[config.mk]
export PLATFORM = sky130hd
export DESIGN_NAME = tlb_lookup_pipe
export DESIGN_NICKNAME = d
export VERILOG_FILES = /design/src/rtl/tlb_pkg.sv /design/src/rtl/tlb_lookup_pipe.sv
export SDC_FILE = /design/constraint.sdc
export NUM_CORES = 1
export LEC_CHECK = 0
export ABC_AREA = 1
export BUFFER_PORTS_ARGS = -buffer_cell sky130_fd_sc_hd__buf_2
export CORE_UTILIZATION = 25
export CTS_CLUSTER_SIZE = 16
export DETAILED_ROUTE_END_ITERATION = 8
export PLACE_DENSITY = 0.46
export SYNTH_ARGS = -nofsm -noshare
export SYNTH_HDL_FRONTEND = slang
export SYNTH_SLANG_ARGS = --single-unit
[constraint.sdc]
create_clock -name clk -period 0.86 [get_ports clk]
set_input_delay 0.043 -clock clk [delete_from_list [all_inputs] [get_ports clk]]
set_output_delay 0.043 -clock clk [all_outputs]
set_load 0.02 [all_outputs]
[src/rtl/tlb_pkg.sv]
// ==========================================================
// Sizes and types shared by every TLB block. The page size is
// fixed, so all page numbers count pages of that one size
// Entries carry a valid bit so a cleared entry never hits
// ==========================================================
`default_nettype none

package tlb_pkg;

    // ==========================================================
    // Geometry
    // ==========================================================

    // Page number widths after the page offset is removed
    localparam int tlb_va_page_bits = 20;
    localparam int tlb_pa_page_bits = 16;

    // Sets are direct mapped by the low bits of the virtual page
    localparam int tlb_num_sets = 64;
    localparam int tlb_num_ways = 4;
    localparam int tlb_idx_bits = $clog2(tlb_num_sets);
    localparam int tlb_tag_bits = tlb_va_page_bits - tlb_idx_bits;

    // Latency of the lookup path, from request edge to result
    localparam int tlb_lookup_stages = 4;

    // Idle cycles the fill path spends after each insert
    localparam int tlb_fill_bubble_cycles = 3;

    // ==========================================================
    // Types
    // ==========================================================

    typedef logic [tlb_idx_bits-1:0]         tlb_set_idx_t;
    typedef logic [tlb_tag_bits-1:0]         tlb_tag_t;
    typedef logic [tlb_pa_page_bits-1:0]     tlb_pa_page_t;
    typedef logic [$clog2(tlb_num_ways)-1:0] tlb_way_idx_t;
    typedef logic [tlb_num_ways-1:0]         tlb_way_vec_t;

    // One stored translation
    typedef struct packed
    {
        logic         valid;
        tlb_tag_t     tag;
        tlb_pa_page_t pa;
    } tlb_entry_t;

    // Tag in the high bits, set index in the low bits
    typedef struct packed
    {
        tlb_tag_t     tag;
        tlb_set_idx_t idx;
    } tlb_va_fields_t;

    // The same virtual page seen whole or split for the set lookup
    typedef union packed
    {
        logic [tlb_va_page_bits-1:0] page;
        tlb_va_fields_t              f;
    } tlb_va_page_u;

    typedef enum logic [2:0]
    {
        fill_idle,
        fill_req_way,
        fill_recv_way,
        fill_insert,
        fill_bubble
    } tlb_fill_state_t;

endpackage

`default_nettype wire

[src/rtl/tlb_lookup_pipe.sv]
// ==========================================================
// Four stage lookup path: decode and read, wait, tag XOR,
// reduce to a per-way hit. One lookup may enter every cycle
// There is no stall; results leave on the fourth edge
// ==========================================================
`timescale 1ns/1ps
`default_nettype none

module tlb_lookup_pipe
(
    input  wire                      clk,
    input  wire                      reset,
    input  wire                      lookup_en,
    input  wire tlb_pkg::tlb_va_page_u    lookup_va,
    input  wire tlb_pkg::tlb_entry_t      way_rdata [tlb_pkg::tlb_num_ways],
    output tlb_pkg::tlb_set_idx_t    raddr,
    output tlb_pkg::tlb_way_vec_t    hit_vec,
    output tlb_pkg::tlb_entry_t      stg4_entries [tlb_pkg::tlb_num_ways],
    output tlb_pkg::tlb_va_page_u    stg4_va,
    output logic                     stg4_did_lookup
);

    localparam int last = tlb_pkg::tlb_lookup_stages;

    // Per-stage state that travels with each lookup
    logic                  stg_did [1:last];
    tlb_pkg::tlb_va_page_u stg_va  [1:last];

    // Way entries, registered after they leave the storage
    tlb_pkg::tlb_entry_t stg_entries [3:last][tlb_pkg::tlb_num_ways];

    // First half of the tag compare, one XOR word per way
    tlb_pkg::tlb_tag_t xor_tag [tlb_pkg::tlb_num_ways];

    // ==========================================================
    // Stage 0: decode the page and address every way at once
    // ==========================================================

    assign raddr = lookup_va.f.idx;

    // Only the lookup flag carries a reset
    always_ff @(posedge clk)
    begin
        if (reset)
        begin
            for (int s = 1; s <= last; s++)
            begin
                stg_did[s] <= 1'b0;
            end
        end
        else
        begin
            stg_did[1] <= lookup_en;
            for (int s = 1; s < last; s++)
            begin
                stg_did[s + 1] <= stg_did[s];
            end
        end
    end

    always_ff @(posedge clk)
    begin
        stg_va[1] <= lookup_va;
        for (int s = 1; s < last; s++)
        begin
            stg_va[s + 1] <= stg_va[s];
        end
    end

    // ==========================================================
    // Stage 1 only waits for the storage read
    // Stage 2: partial compare, XOR of each stored tag
    // ==========================================================

    always_ff @(posedge clk)
    begin
        for (int w = 0; w < tlb_pkg::tlb_num_ways; w++)
        begin
            xor_tag[w]        <= way_rdata[w].tag ^ stg_va[2].f.tag;
            stg_entries[3][w] <= way_rdata[w];
        end
        stg_entries[4] <= stg_entries[3];
    end

    // ==========================================================
    // Stage 3: a way hits when all XOR bits are zero
    // ==========================================================

    always_ff @(posedge clk)
    begin
        if (reset)
        begin
            hit_vec <= '0;
        end
        else
        begin
            for (int w = 0; w < tlb_pkg::tlb_num_ways; w++)
            begin
                // Cleared entries have valid low and never match
                hit_vec[w] <= stg_did[3] && stg_entries[3][w].valid && ~(|xor_tag[w]);
            end
        end
    end

    // Final stage state goes straight to the result logic
    assign stg4_entries    = stg_entries[last];
    assign stg4_va         = stg_va[last];
    assign stg4_did_lookup = stg_did[last];

endmodule

`default_nettype wire

Word-level counts from Yosys, hierarchy flattened --
Memory sizes are Yosys's and may differ from the RTL's. Cells that the tools add are included.
Operators by class: multiplexer cells 7, bitwise logic cells 12, reductions and logical operators 12
Operators by type and width (count):
- OR reduction 14 bit | 4
- XOR 14 bit | 4
- logical AND 1 bit | 8
- 2-to-1 mux 1 bit | 7
- inverter 1 bit | 4
- OR 1 bit | 4
Word-level totals: register bits after elaboration 4, RAM bits 388, input bits 147, output and inout port bits 155, logic and storage cells 36, memories kept 4
Memory list:
- stg_entries | words 2, width 124, rd ports 2, clocked after Yosys merged registers in 0, wr ports 2, line tlb_lookup_pipe.sv:30 | tlb_pkg::tlb_entry_t stg_entries [3:last][tlb_pkg::tlb_num_ways];
- stg_va | words 4, width 20, rd ports 4, clocked after Yosys merged registers in 0, wr ports 4, line tlb_lookup_pipe.sv:27 | tlb_pkg::tlb_va_page_u stg_va [1:last];
- xor_tag | words 4, width 14, rd ports 4, clocked after Yosys merged registers in 0, wr ports 4, line tlb_lookup_pipe.sv:33 | tlb_pkg::tlb_tag_t xor_tag [tlb_pkg::tlb_num_ways];
- stg_did | words 4, width 1, rd ports 4, clocked after Yosys merged registers in 0, wr ports 4, line tlb_lookup_pipe.sv:26 | logic stg_did [1:last];

Depth between registers and ports, before layout --
Gate-level depths: netlist of run 1.
word-level depth 3, mapped depth 5, depth with buffers taken out 5

Worst setup path after synthesis of run 1 --
No wires, ideal clock.
path type reg-to-reg, from mem xor_tag[0][8] (netlist name), to reg hit_vec[0], library setup time 64 ps, arrival time 607 ps, data required time 796 ps, slack 189 ps, stages on the path, launching flop included 6, path buffers 0, period minus slack after synthesis 671 ps, path through dfxtp_1 nor2_1 nand2_1 nor2_1 nand2_1 nor2_1
RTL lines:
- start, declared | line tlb_lookup_pipe.sv:33
- end signal, assigned by index | line tlb_lookup_pipe.sv:100 | hit_vec[w] <= stg_did[3] && stg_entries[3][w].valid && ~(|xor_tag[w]);
- end, declared | line tlb_lookup_pipe.sv:17 | output tlb_pkg::tlb_way_vec_t hit_vec,

==> flow_summary.toml, run 1 <==
[setup_path]
arrival_ns = 0.98
timing.critical_path.required_ns = 0.82
critical_path.n_buffers_inverters = 1
worst_path_dominant_cell_family = "flip-flops"
crit_fanout = 1
worst_path_max_delay_cell = "dfxtp_2"
worstPathCellList = "buf_6"
cpPeakStageDelay_ns = 0.34
setup.worst_path.class = "reg -> out"
setup.worst_path.end_class = "output port"
startpoint_type = "flop"

[sta]
final.min_clock_period_ns = 1.02
maxSlewViolCount = 0
setup-violations-final = 149
timing.fmax_mhz = 979
rsz0062_at_grt = "true"
skew_ns = 0.00943
timing.final.ws_setup_ns = -0.161
maxSlewHeadroom_pct = 81.7
worstMarginPinSlew_ns = 0.274
hold-worst-slack_ns = 0.149
hold_viol = 0
post-route-period-util_pct = 119

[placed_design]
hpwl_mm = 12.5
place_inst = 1277
postPlaceCellArea_um2 = 10800
placement.io_buffers = 301
gp_congestion = 0.674

[run]
maximum_capacitance_violations = 0

[run_status]
violations = "setup timing"
status = "finished with violations"

[clock_tree]
clock_tree.htree_level_count = 2
worst_setup_hold_path_clk_slew_ns = 0.06
cts_tree = "yes"
numClockSinks = 392
post_cts_buffers = 0
cts-root-buf = "clkbuf_16"
number_of_cts_inserted_buffers = 40
clock_path_buffers = 3
clkLatencyLatePin_ns = 0.52

[power]
power-per-cell-area_nw_per_um2 = 2710
worst_ir_drop_vdd_uv = 1820
power.static_leakage_uw = 0.00648

[yosys]
synth_top_cell_area_share_pct = 89.4
synth_largest_area_cell = "dfxtp_1"
mappedNetlistArea_um2 = 8780
yosysUniqueCellTypes = 9
yosys_register_bits = 392
syn_area_per_cell_um2 = 16.4
post_synth_inst_count = 534
netlist_top_cells_area = "dfxtp_1 (89%), xor2_1 (5.6%), buf_4 (2.2%)"
synth_fp_nets = 681
synth-seq-area-share_pct = 89.4
synth.yosys.warnings = 0

[global_route]
grt-ovfl-total = 0
grt_max_degree = 15
track_usage_pct = 10.9
first_global_vias = 5744
grt_pass1_wl_mm = 29.6
number_of_antenna_violations_at_the_first_check_in_global_routing = 0

[final_layout]
final_nets = 1157
count_of_antenna_diodes_in_the_layout = 0
stdcell_area_um2 = 14800
layout-drive-gt1-share_pct = 53.3
final_cells = 1493
area_growth_syn_to_layout_pct = 68.6

[floorplanning]
placeable_core_area_um2 = 34500
floorplan.initialDensity_pct = 25.4
total_i_o_pin_count = 302
die_area_um2 = 35900
die_x_um = 189
floorplan.rows = 68
fp.dieH_um = 189

[routing]
via_count = 5190
routed_wirelength_mm = 19.6
iteration_count_of_the_initial_detailed_routing_pass = 4
wl_per_cell_um = 13.2
drt_first_iter_violations = 84
drtAntennaViolNets = 0
drc_errors = 0
vias_per_cell = 3.48

[min_path]
hold_class = "in -> reg"
cells in the mapped netlist:
cell type,count
nor2_1,31
xor2_1,56
dfxtp_1,392
nor3_1,4
nand4_1,4
buf_4,26
inv_1,8
nor2_4,1
nand2_1,12
cell type report:
type	instances	area [um^2]
flip-flops and latches	392	8040
clock inverters	12	194
multi-input cells	108	811
repair buffers	460	4000
clock buffers	58	1160
well taps	455	569
fillers	3164	19700
inverters	8	30.0
registers in the layout, summed over array words and instances (netlist names):
name	flops
stg_va	80
stg_did	4
hit_vec	4
xor_tag	56
stg_entries	248
power by group:
part	internal (uW)	switching [uW]	leakage (uW)	total [uW]
Sequential	19400	457	0.00331	19800
Clock	10900	6800	0.000658	17600
Combinational	1540	1080	0.00252	2620
Total	31700	8330	0.00648	40100
per-layer routing:
| metal | GRT usage (%) | part of all wire [%] | routed length, um | vias to the layer above |
|---|---|---|---|---|
| met4 | 5.18 | 3.4 | 672 | 0 |
| met1 | 11.3 | 38 | 7440 | 2345 |
| met2 | 19.0 | 50 | 9810 | 225 |
| met5 | 0 | 0 | 0 | - |
| li1 | - | - | - | 2575 |
| met3 | 4.47 | 8.8 | 1730 | 45 |
timing repair:
| item | in CTS | in global routing |
|---|---|---|
| hold endpoints to repair | 208 | 0 |
| gates resized for setup | 460 | 22 |
| endpoints found under the setup margin | 153 | 153 |
| pin swaps | 7 | 11 |
| hold buffers | 146 | 0 |
stage by stage:
stage               TNS, ns  worst slack, ns  power [uW]  utilization (%)
global placement     -0.487           -0.259       21700             31.1
CTS                  -25.96           -0.212       40800             42.7
floorplan                 0            0.189       20700                -
finish               -20.28           -0.161       40100             42.8
global route         -27.08           -0.212       41800             42.8
detailed placement   -0.409           -0.193       21700             31.1
path summary, 6_finish.rpt:
kind	from	to	slack [ns]	cells past startpoint
setup reg to reg	xor_tag[3][8]$_DFF_P_	hit_vec[3]$_SDFF_PP0_	0.01	5
hold / removal	way_rdata[100]	stg_entries[3][100]$_DFF_P_	0.15	2
hold reg to reg	stg_entries[3][82]$_DFF_P_	stg_entries[4][82]$_DFF_P_	0.32	0
setup / recovery	stg_entries[4][65]$_DFF_P_	stg4_entries[65]	-0.16	1
cells by family after synthesis:
logic type    count (synthesis)  synth area share [%]
flops                       392                  89.4
xor+xnor                     56                  5.59
simple gates                 52                  2.48
buf+inv                      34                  2.56
cells in the final DEF, fill, tap and decap left out:
| master | count |
|---|---|
| buf_2 | 152 |
| buf_4 | 13 |
| buf_6 | 149 |
| bufinv_16 | 5 |
| clkbuf_1 | 10 |
| clkbuf_16 | 41 |
| clkbuf_8 | 7 |
| clkinv_2 | 4 |
| clkinv_4 | 1 |
| clkinvlp_4 | 2 |
| dfxtp_1 | 239 |
| dfxtp_2 | 153 |
| dlygate4sd3_1 | 146 |
| inv_1 | 8 |
| nand2_1 | 6 |
| nand2_2 | 6 |
| nand4_1 | 4 |
| nor2_1 | 16 |
| nor2_2 | 9 |
| nor2_4 | 7 |
| nor3_2 | 4 |
| xor2_1 | 56 |
Note: power is estimated with default switching activity, not from simulation.
==> run 2, diff against run 1 <==
- clock period: 0.86 -> 1 ns (I/O delays scaled with it)
==> flow_summary.toml, run 2 (same netlist as run 1, synthesis figures left out) <==
[sta]
post-route-period-util_pct = 104
timing.final.ws_setup_ns = -0.0380
maxSlewViolCount = 0
hold-worst-slack_ns = 0.153
setup-violations-final = 142
rsz0062_at_grt = "true"
maxSlewHeadroom_pct = 77.4
hold_viol = 0
final.min_clock_period_ns = 1.04
worstMarginPinSlew_ns = 0.336
timing.fmax_mhz = 963
skew_ns = 0.0123

[final_layout]
count_of_antenna_diodes_in_the_layout = 0
most-common-layout-cells = "dfxtp_1 (242), buf_2 (152), dfxtp_2 (150), buf_6 (149), dlygate4sd3_1 (147)"
final_cells = 1486
reg.largest.list = "stg_entries: 248 flops, stg_va: 80 flops, xor_tag: 56 flops"
largest_register_ff_count = 248
most_flop_heavy_register = "stg_entries"
fillerInstances = 3160
final_nets = 1149
most_common_cell_after_layout_fill_and_taps_aside = "dfxtp_1"
stdcell_area_um2 = 14700
area_growth_syn_to_layout_pct = 67.5
post-route-util_pct = 42.6
layout-drive-gt1-share_pct = 51.5

[clock_tree]
cts-root-buf = "clkbuf_16"
clock_tree.htree_level_count = 2
clkLatencyLatePin_ns = 0.52
number_of_cts_inserted_buffers = 41
numClockSinks = 392
worst_setup_hold_path_clk_slew_ns = 0.06
cts_tree = "yes"
clock_path_buffers = 3

[setup_path]
startpoint_type = "flop"
setup.worst_path.class = "reg -> out"
worst_path_max_delay_cell = "dfxtp_2"
timing.critical_path.required_ns = 0.95
arrival_ns = 0.99
setup.worst_path.end_class = "output port"
crit_fanout = 1
cpPeakStageDelay_ns = 0.34
critical_path.n_buffers_inverters = 1
worst_path_dominant_cell_family = "flip-flops"
worstPathCellList = "buf_6"

[routing]
via_count = 5067
routed_wirelength_mm = 19.6
met2WireLength_mm = 9.62
vias_per_cell = 3.41
drtAntennaViolNets = 0
dr_wl_met3_mm = 1.62
drt_first_iter_violations = 106
wl_per_cell_um = 13.2
highest_layer = "met4"
iteration_count_of_the_initial_detailed_routing_pass = 2
m1WireLength_mm = 7.76
drc_errors = 0

[floorplanning]
floorplan.rows = 68
die_x_um = 189
placeable_core_area_um2 = 34500
die_area_um2 = 35900
fp.dieH_um = 189
total_i_o_pin_count = 302
floorplan.initialDensity_pct = 25.4

[global_route]
number_of_antenna_violations_at_the_first_check_in_global_routing = 0
first_global_vias = 5510
track_usage_pct = 10.8
grt-ovfl-total = 0
grt_pass1_wl_mm = 29.2
grt_max_degree = 15

[placed_design]
postPlaceCellArea_um2 = 10700
gp_congestion = 0.669
hpwl_mm = 12.7
place_inst = 1267
placement.io_buffers = 301

[run_status]
violations = "setup timing"
status = "finished with violations"

[power]
power_frac_clock_pct = 44.6
power.static_leakage_uw = 0.00646
switchingPower_uw = 7270
switching_fraction_pct = 21.0
power.internal_uw = 27300
logic_pwr_share_pct = 6.3
seqPwrFrac_pct = 49.1
worst_ir_drop_vdd_uv = 1450
power-per-cell-area_nw_per_um2 = 2350

[run]
maximum_capacitance_violations = 0

[min_path]
hold_class = "in -> reg"
-- run 2: worst paths after layout --
path / startpoint / endpoint / slack (ns) / cells after the start
min reg2reg: stg_entries[3][79]$_DFF_P_ / stg_entries[4][79]$_DFF_P_ / 0.31 / 0
min: way_rdata[14] / stg_entries[3][14]$_DFF_P_ / 0.15 / 2
max: hit_vec[0]$_SDFF_PP0_ / hit_vec[0] / -0.04 / 1
max reg2reg: xor_tag[0][10]$_DFF_P_ / hit_vec[0]$_SDFF_PP0_ / 0.09 / 3
-- run 2: what timing repair did --
action,4_1_cts,5_1_grt
pin swaps,0,4
buffers inserted,0,0
endpoints found under the hold margin,208,0
hold buffers,147,0
setup endpoints to repair,151,153
resized for setup,449,10
-- run 2: metrics by stage --
| stage | setup slack [ns] | total power [uW] | setup TNS, ns |
|---|---|---|---|
| finish | -0.0380 | 34600 | -1.45 |
| global route | -0.0838 | 36100 | -7.94 |
| CTS | -0.0769 | 35100 | -6.79 |
| detailed placement | -0.0229 | 18600 | -0.0229 |
| global placement | -0.0304 | 18600 | -0.0304 |
| floorplan | 0.329 | 17800 | 0 |
-- run 2: final cells by class --
class                   count  area, um^2  share of cell area [%]
clock buffers              55        1190                    8.10
repair buffers            451        3930                    26.7
well taps                 455         569                    3.87
clock inverters            17         211                    1.44
inverters                   8        30.0                   0.204
flip-flops and latches    392        8040                    54.6
multi-input cells         108         741                    5.04
-- run 2: routing by layer --
metal,GRT usage [%],up-vias
met5,0,-
met4,4.84,0
met3,4.23,46
met2,18.4,219
met1,11.6,2249
li1,-,2553
-- run 2: power by group through the flow --
stage               logic [uW]  clock network (uW)  registers, uW
CTS                       2200               15900          17000
finish                    2190               15400          17000
global route              2340               16600          17100
floorplan                  332                   0          17500
global placement          1400                   0          17200
detailed placement        1390                   0          17200
==> run 3, diff against run 2 <==
- SKIP_CTS_REPAIR_TIMING: unset -> 1
==> flow_summary.toml, run 3 (same netlist as run 1, synthesis figures left out) <==
[final_layout]
largest_register_ff_count = 248
most_flop_heavy_register = "stg_entries"
final_nets = 1149
layout-drive-gt1-share_pct = 51.3
reg.largest.list = "stg_entries: 248 flops, stg_va: 80 flops, xor_tag: 56 flops"
count_of_antenna_diodes_in_the_layout = 0
most_common_cell_after_layout_fill_and_taps_aside = "dfxtp_1"
area_growth_syn_to_layout_pct = 67.4
most-common-layout-cells = "dfxtp_1 (243), buf_2 (152), dfxtp_2 (149), buf_6 (149), dlygate4sd3_1 (147)"

[power]
worst_ir_drop_vdd_uv = 1460
power-per-cell-area_nw_per_um2 = 2360
seqPwrFrac_pct = 49.1
switching_fraction_pct = 21.0
logic_pwr_share_pct = 6.3
power_frac_clock_pct = 44.6
switchingPower_uw = 7290
power.internal_uw = 27300
power.static_leakage_uw = 0.00646

[sta]
hold_viol = 0
setup-violations-final = 146
skew_ns = 0.0111
final.min_clock_period_ns = 1.04
worstMarginPinSlew_ns = 0.310
timing.final.ws_setup_ns = -0.0393
maxSlewHeadroom_pct = 79.2
rsz0062_at_grt = "true"
timing.fmax_mhz = 962
post-route-period-util_pct = 104
finalSetupTns_ns = -1.54
maxSlewViolCount = 0

[placed_design]
gp_congestion = 0.669
hpwl_mm = 12.7
placement.io_buffers = 301
detailedPlace.worstSlack_ns = -0.0229

[setup_path]
worstPathCellList = "buf_6"
arrival_ns = 0.99
crit_fanout = 1
cpPeakStageDelay_ns = 0.34
worst-r2r-setup-slack_ns = 0.09
timing.critical_path.required_ns = 0.95
critical_path.n_buffers_inverters = 1
worst_path_max_delay_cell = "dfxtp_2"
setup.worst_path.class = "reg -> out"
setup.worst_path.end_class = "output port"
worst_path_dominant_cell_family = "flip-flops"
startpoint_type = "flop"

[global_route]
grt_max_degree = 15
track_usage_pct = 9.45
first_global_vias = 4598
number_of_antenna_violations_at_the_first_check_in_global_routing = 0
grt-ovfl-total = 0
grt_pass1_wl_mm = 25.2

[floorplanning]
fp.dieH_um = 189
total_i_o_pin_count = 302
die_area_um2 = 35900
floorplan.initialDensity_pct = 25.4
placeable_core_area_um2 = 34500
die_x_um = 189
floorplan.rows = 68

[routing]
via_count = 5068
drc_errors = 0
routed_wirelength_mm = 19.7
drtAntennaViolNets = 0
wl_per_cell_um = 13.3
vias_per_cell = 3.41
iteration_count_of_the_initial_detailed_routing_pass = 3
drt_first_iter_violations = 106

[clock_tree]
cts-root-buf = "clkbuf_16"
numClockSinks = 392
number_of_cts_inserted_buffers = 41
cts_tree = "yes"
clock_tree.htree_level_count = 2
clkLatencyLatePin_ns = 0.52
clock_path_buffers = 3
worst_setup_hold_path_clk_slew_ns = 0.06

[min_path]
hold_class = "in -> reg"

[run]
maximum_capacitance_violations = 0

[run_status]
violations = "setup timing"
status = "finished with violations"
run 3: cell counts in the layout (fill, tap and decap cells not counted):
No cell type changed its count.
run 3: worst paths after layout:
check / start / to / depth (start not counted)
worst max-delay path: hit_vec[0]$_SDFF_PP0_ / hit_vec[0] / 1
worst max register to register: xor_tag[0][4]$_DFF_P_ / hit_vec[0]$_SDFF_PP0_ / 5
worst min-delay path: way_rdata[14] / stg_entries[3][14]$_DFF_P_ / 2
worst min register to register: stg_entries[3][79]$_DFF_P_ / stg_entries[4][79]$_DFF_P_ / 0
run 3: layout make-up:
class                   instances  area [um^2]
flip-flops and latches        392         8030
well taps                     455          569
fillers                      3159        19800
clock inverters                17          211
clock buffers                  55         1190
inverters                       8         30.0
multi-input cells             108          733
repair buffers                451         3930
run 3: power by group through the flow:
stage	clock network, uW	logic (uW)	registers (uW)
final	15400	2190	17000
after global placement	0	1400	17200
after detailed placement	0	1390	17200
after CTS	15900	1390	16900
after floorplan	0	332	17500
after global routing	16600	2340	17100
run 3: through the flow:
| step | util (%) | cells | hold slack [ns] | area, um^2 | total power, uW |
|---|---|---|---|---|---|
| 2_1_floorplan | - | 534 | 0.0777 | 8780 | 17800 |
| 3_3_place_gp | 30.9 | 1267 | 0.152 | 10700 | 18600 |
| 3_5_place_dp | 30.9 | 1267 | 0.154 | 10700 | 18600 |
| 4_1_cts | 35.0 | 1339 | -0.416 | 12100 | 34200 |
| 5_1_grt | 42.6 | 1486 | 0.122 | 14700 | 36100 |
| 6_report | 42.6 | 1486 | 0.153 | 14700 | 34600 |
run 3: per-layer routing:
layer / track usage [%] / up-vias / part of all wire [%]
li1: - / 2552 / -
met1: 10.4 / 2253 / 39
met2: 15.2 / 217 / 49
met3: 4.50 / 46 / 8.8
met4: 4.71 / 0 / 3.0
met5: 0 / - / 0
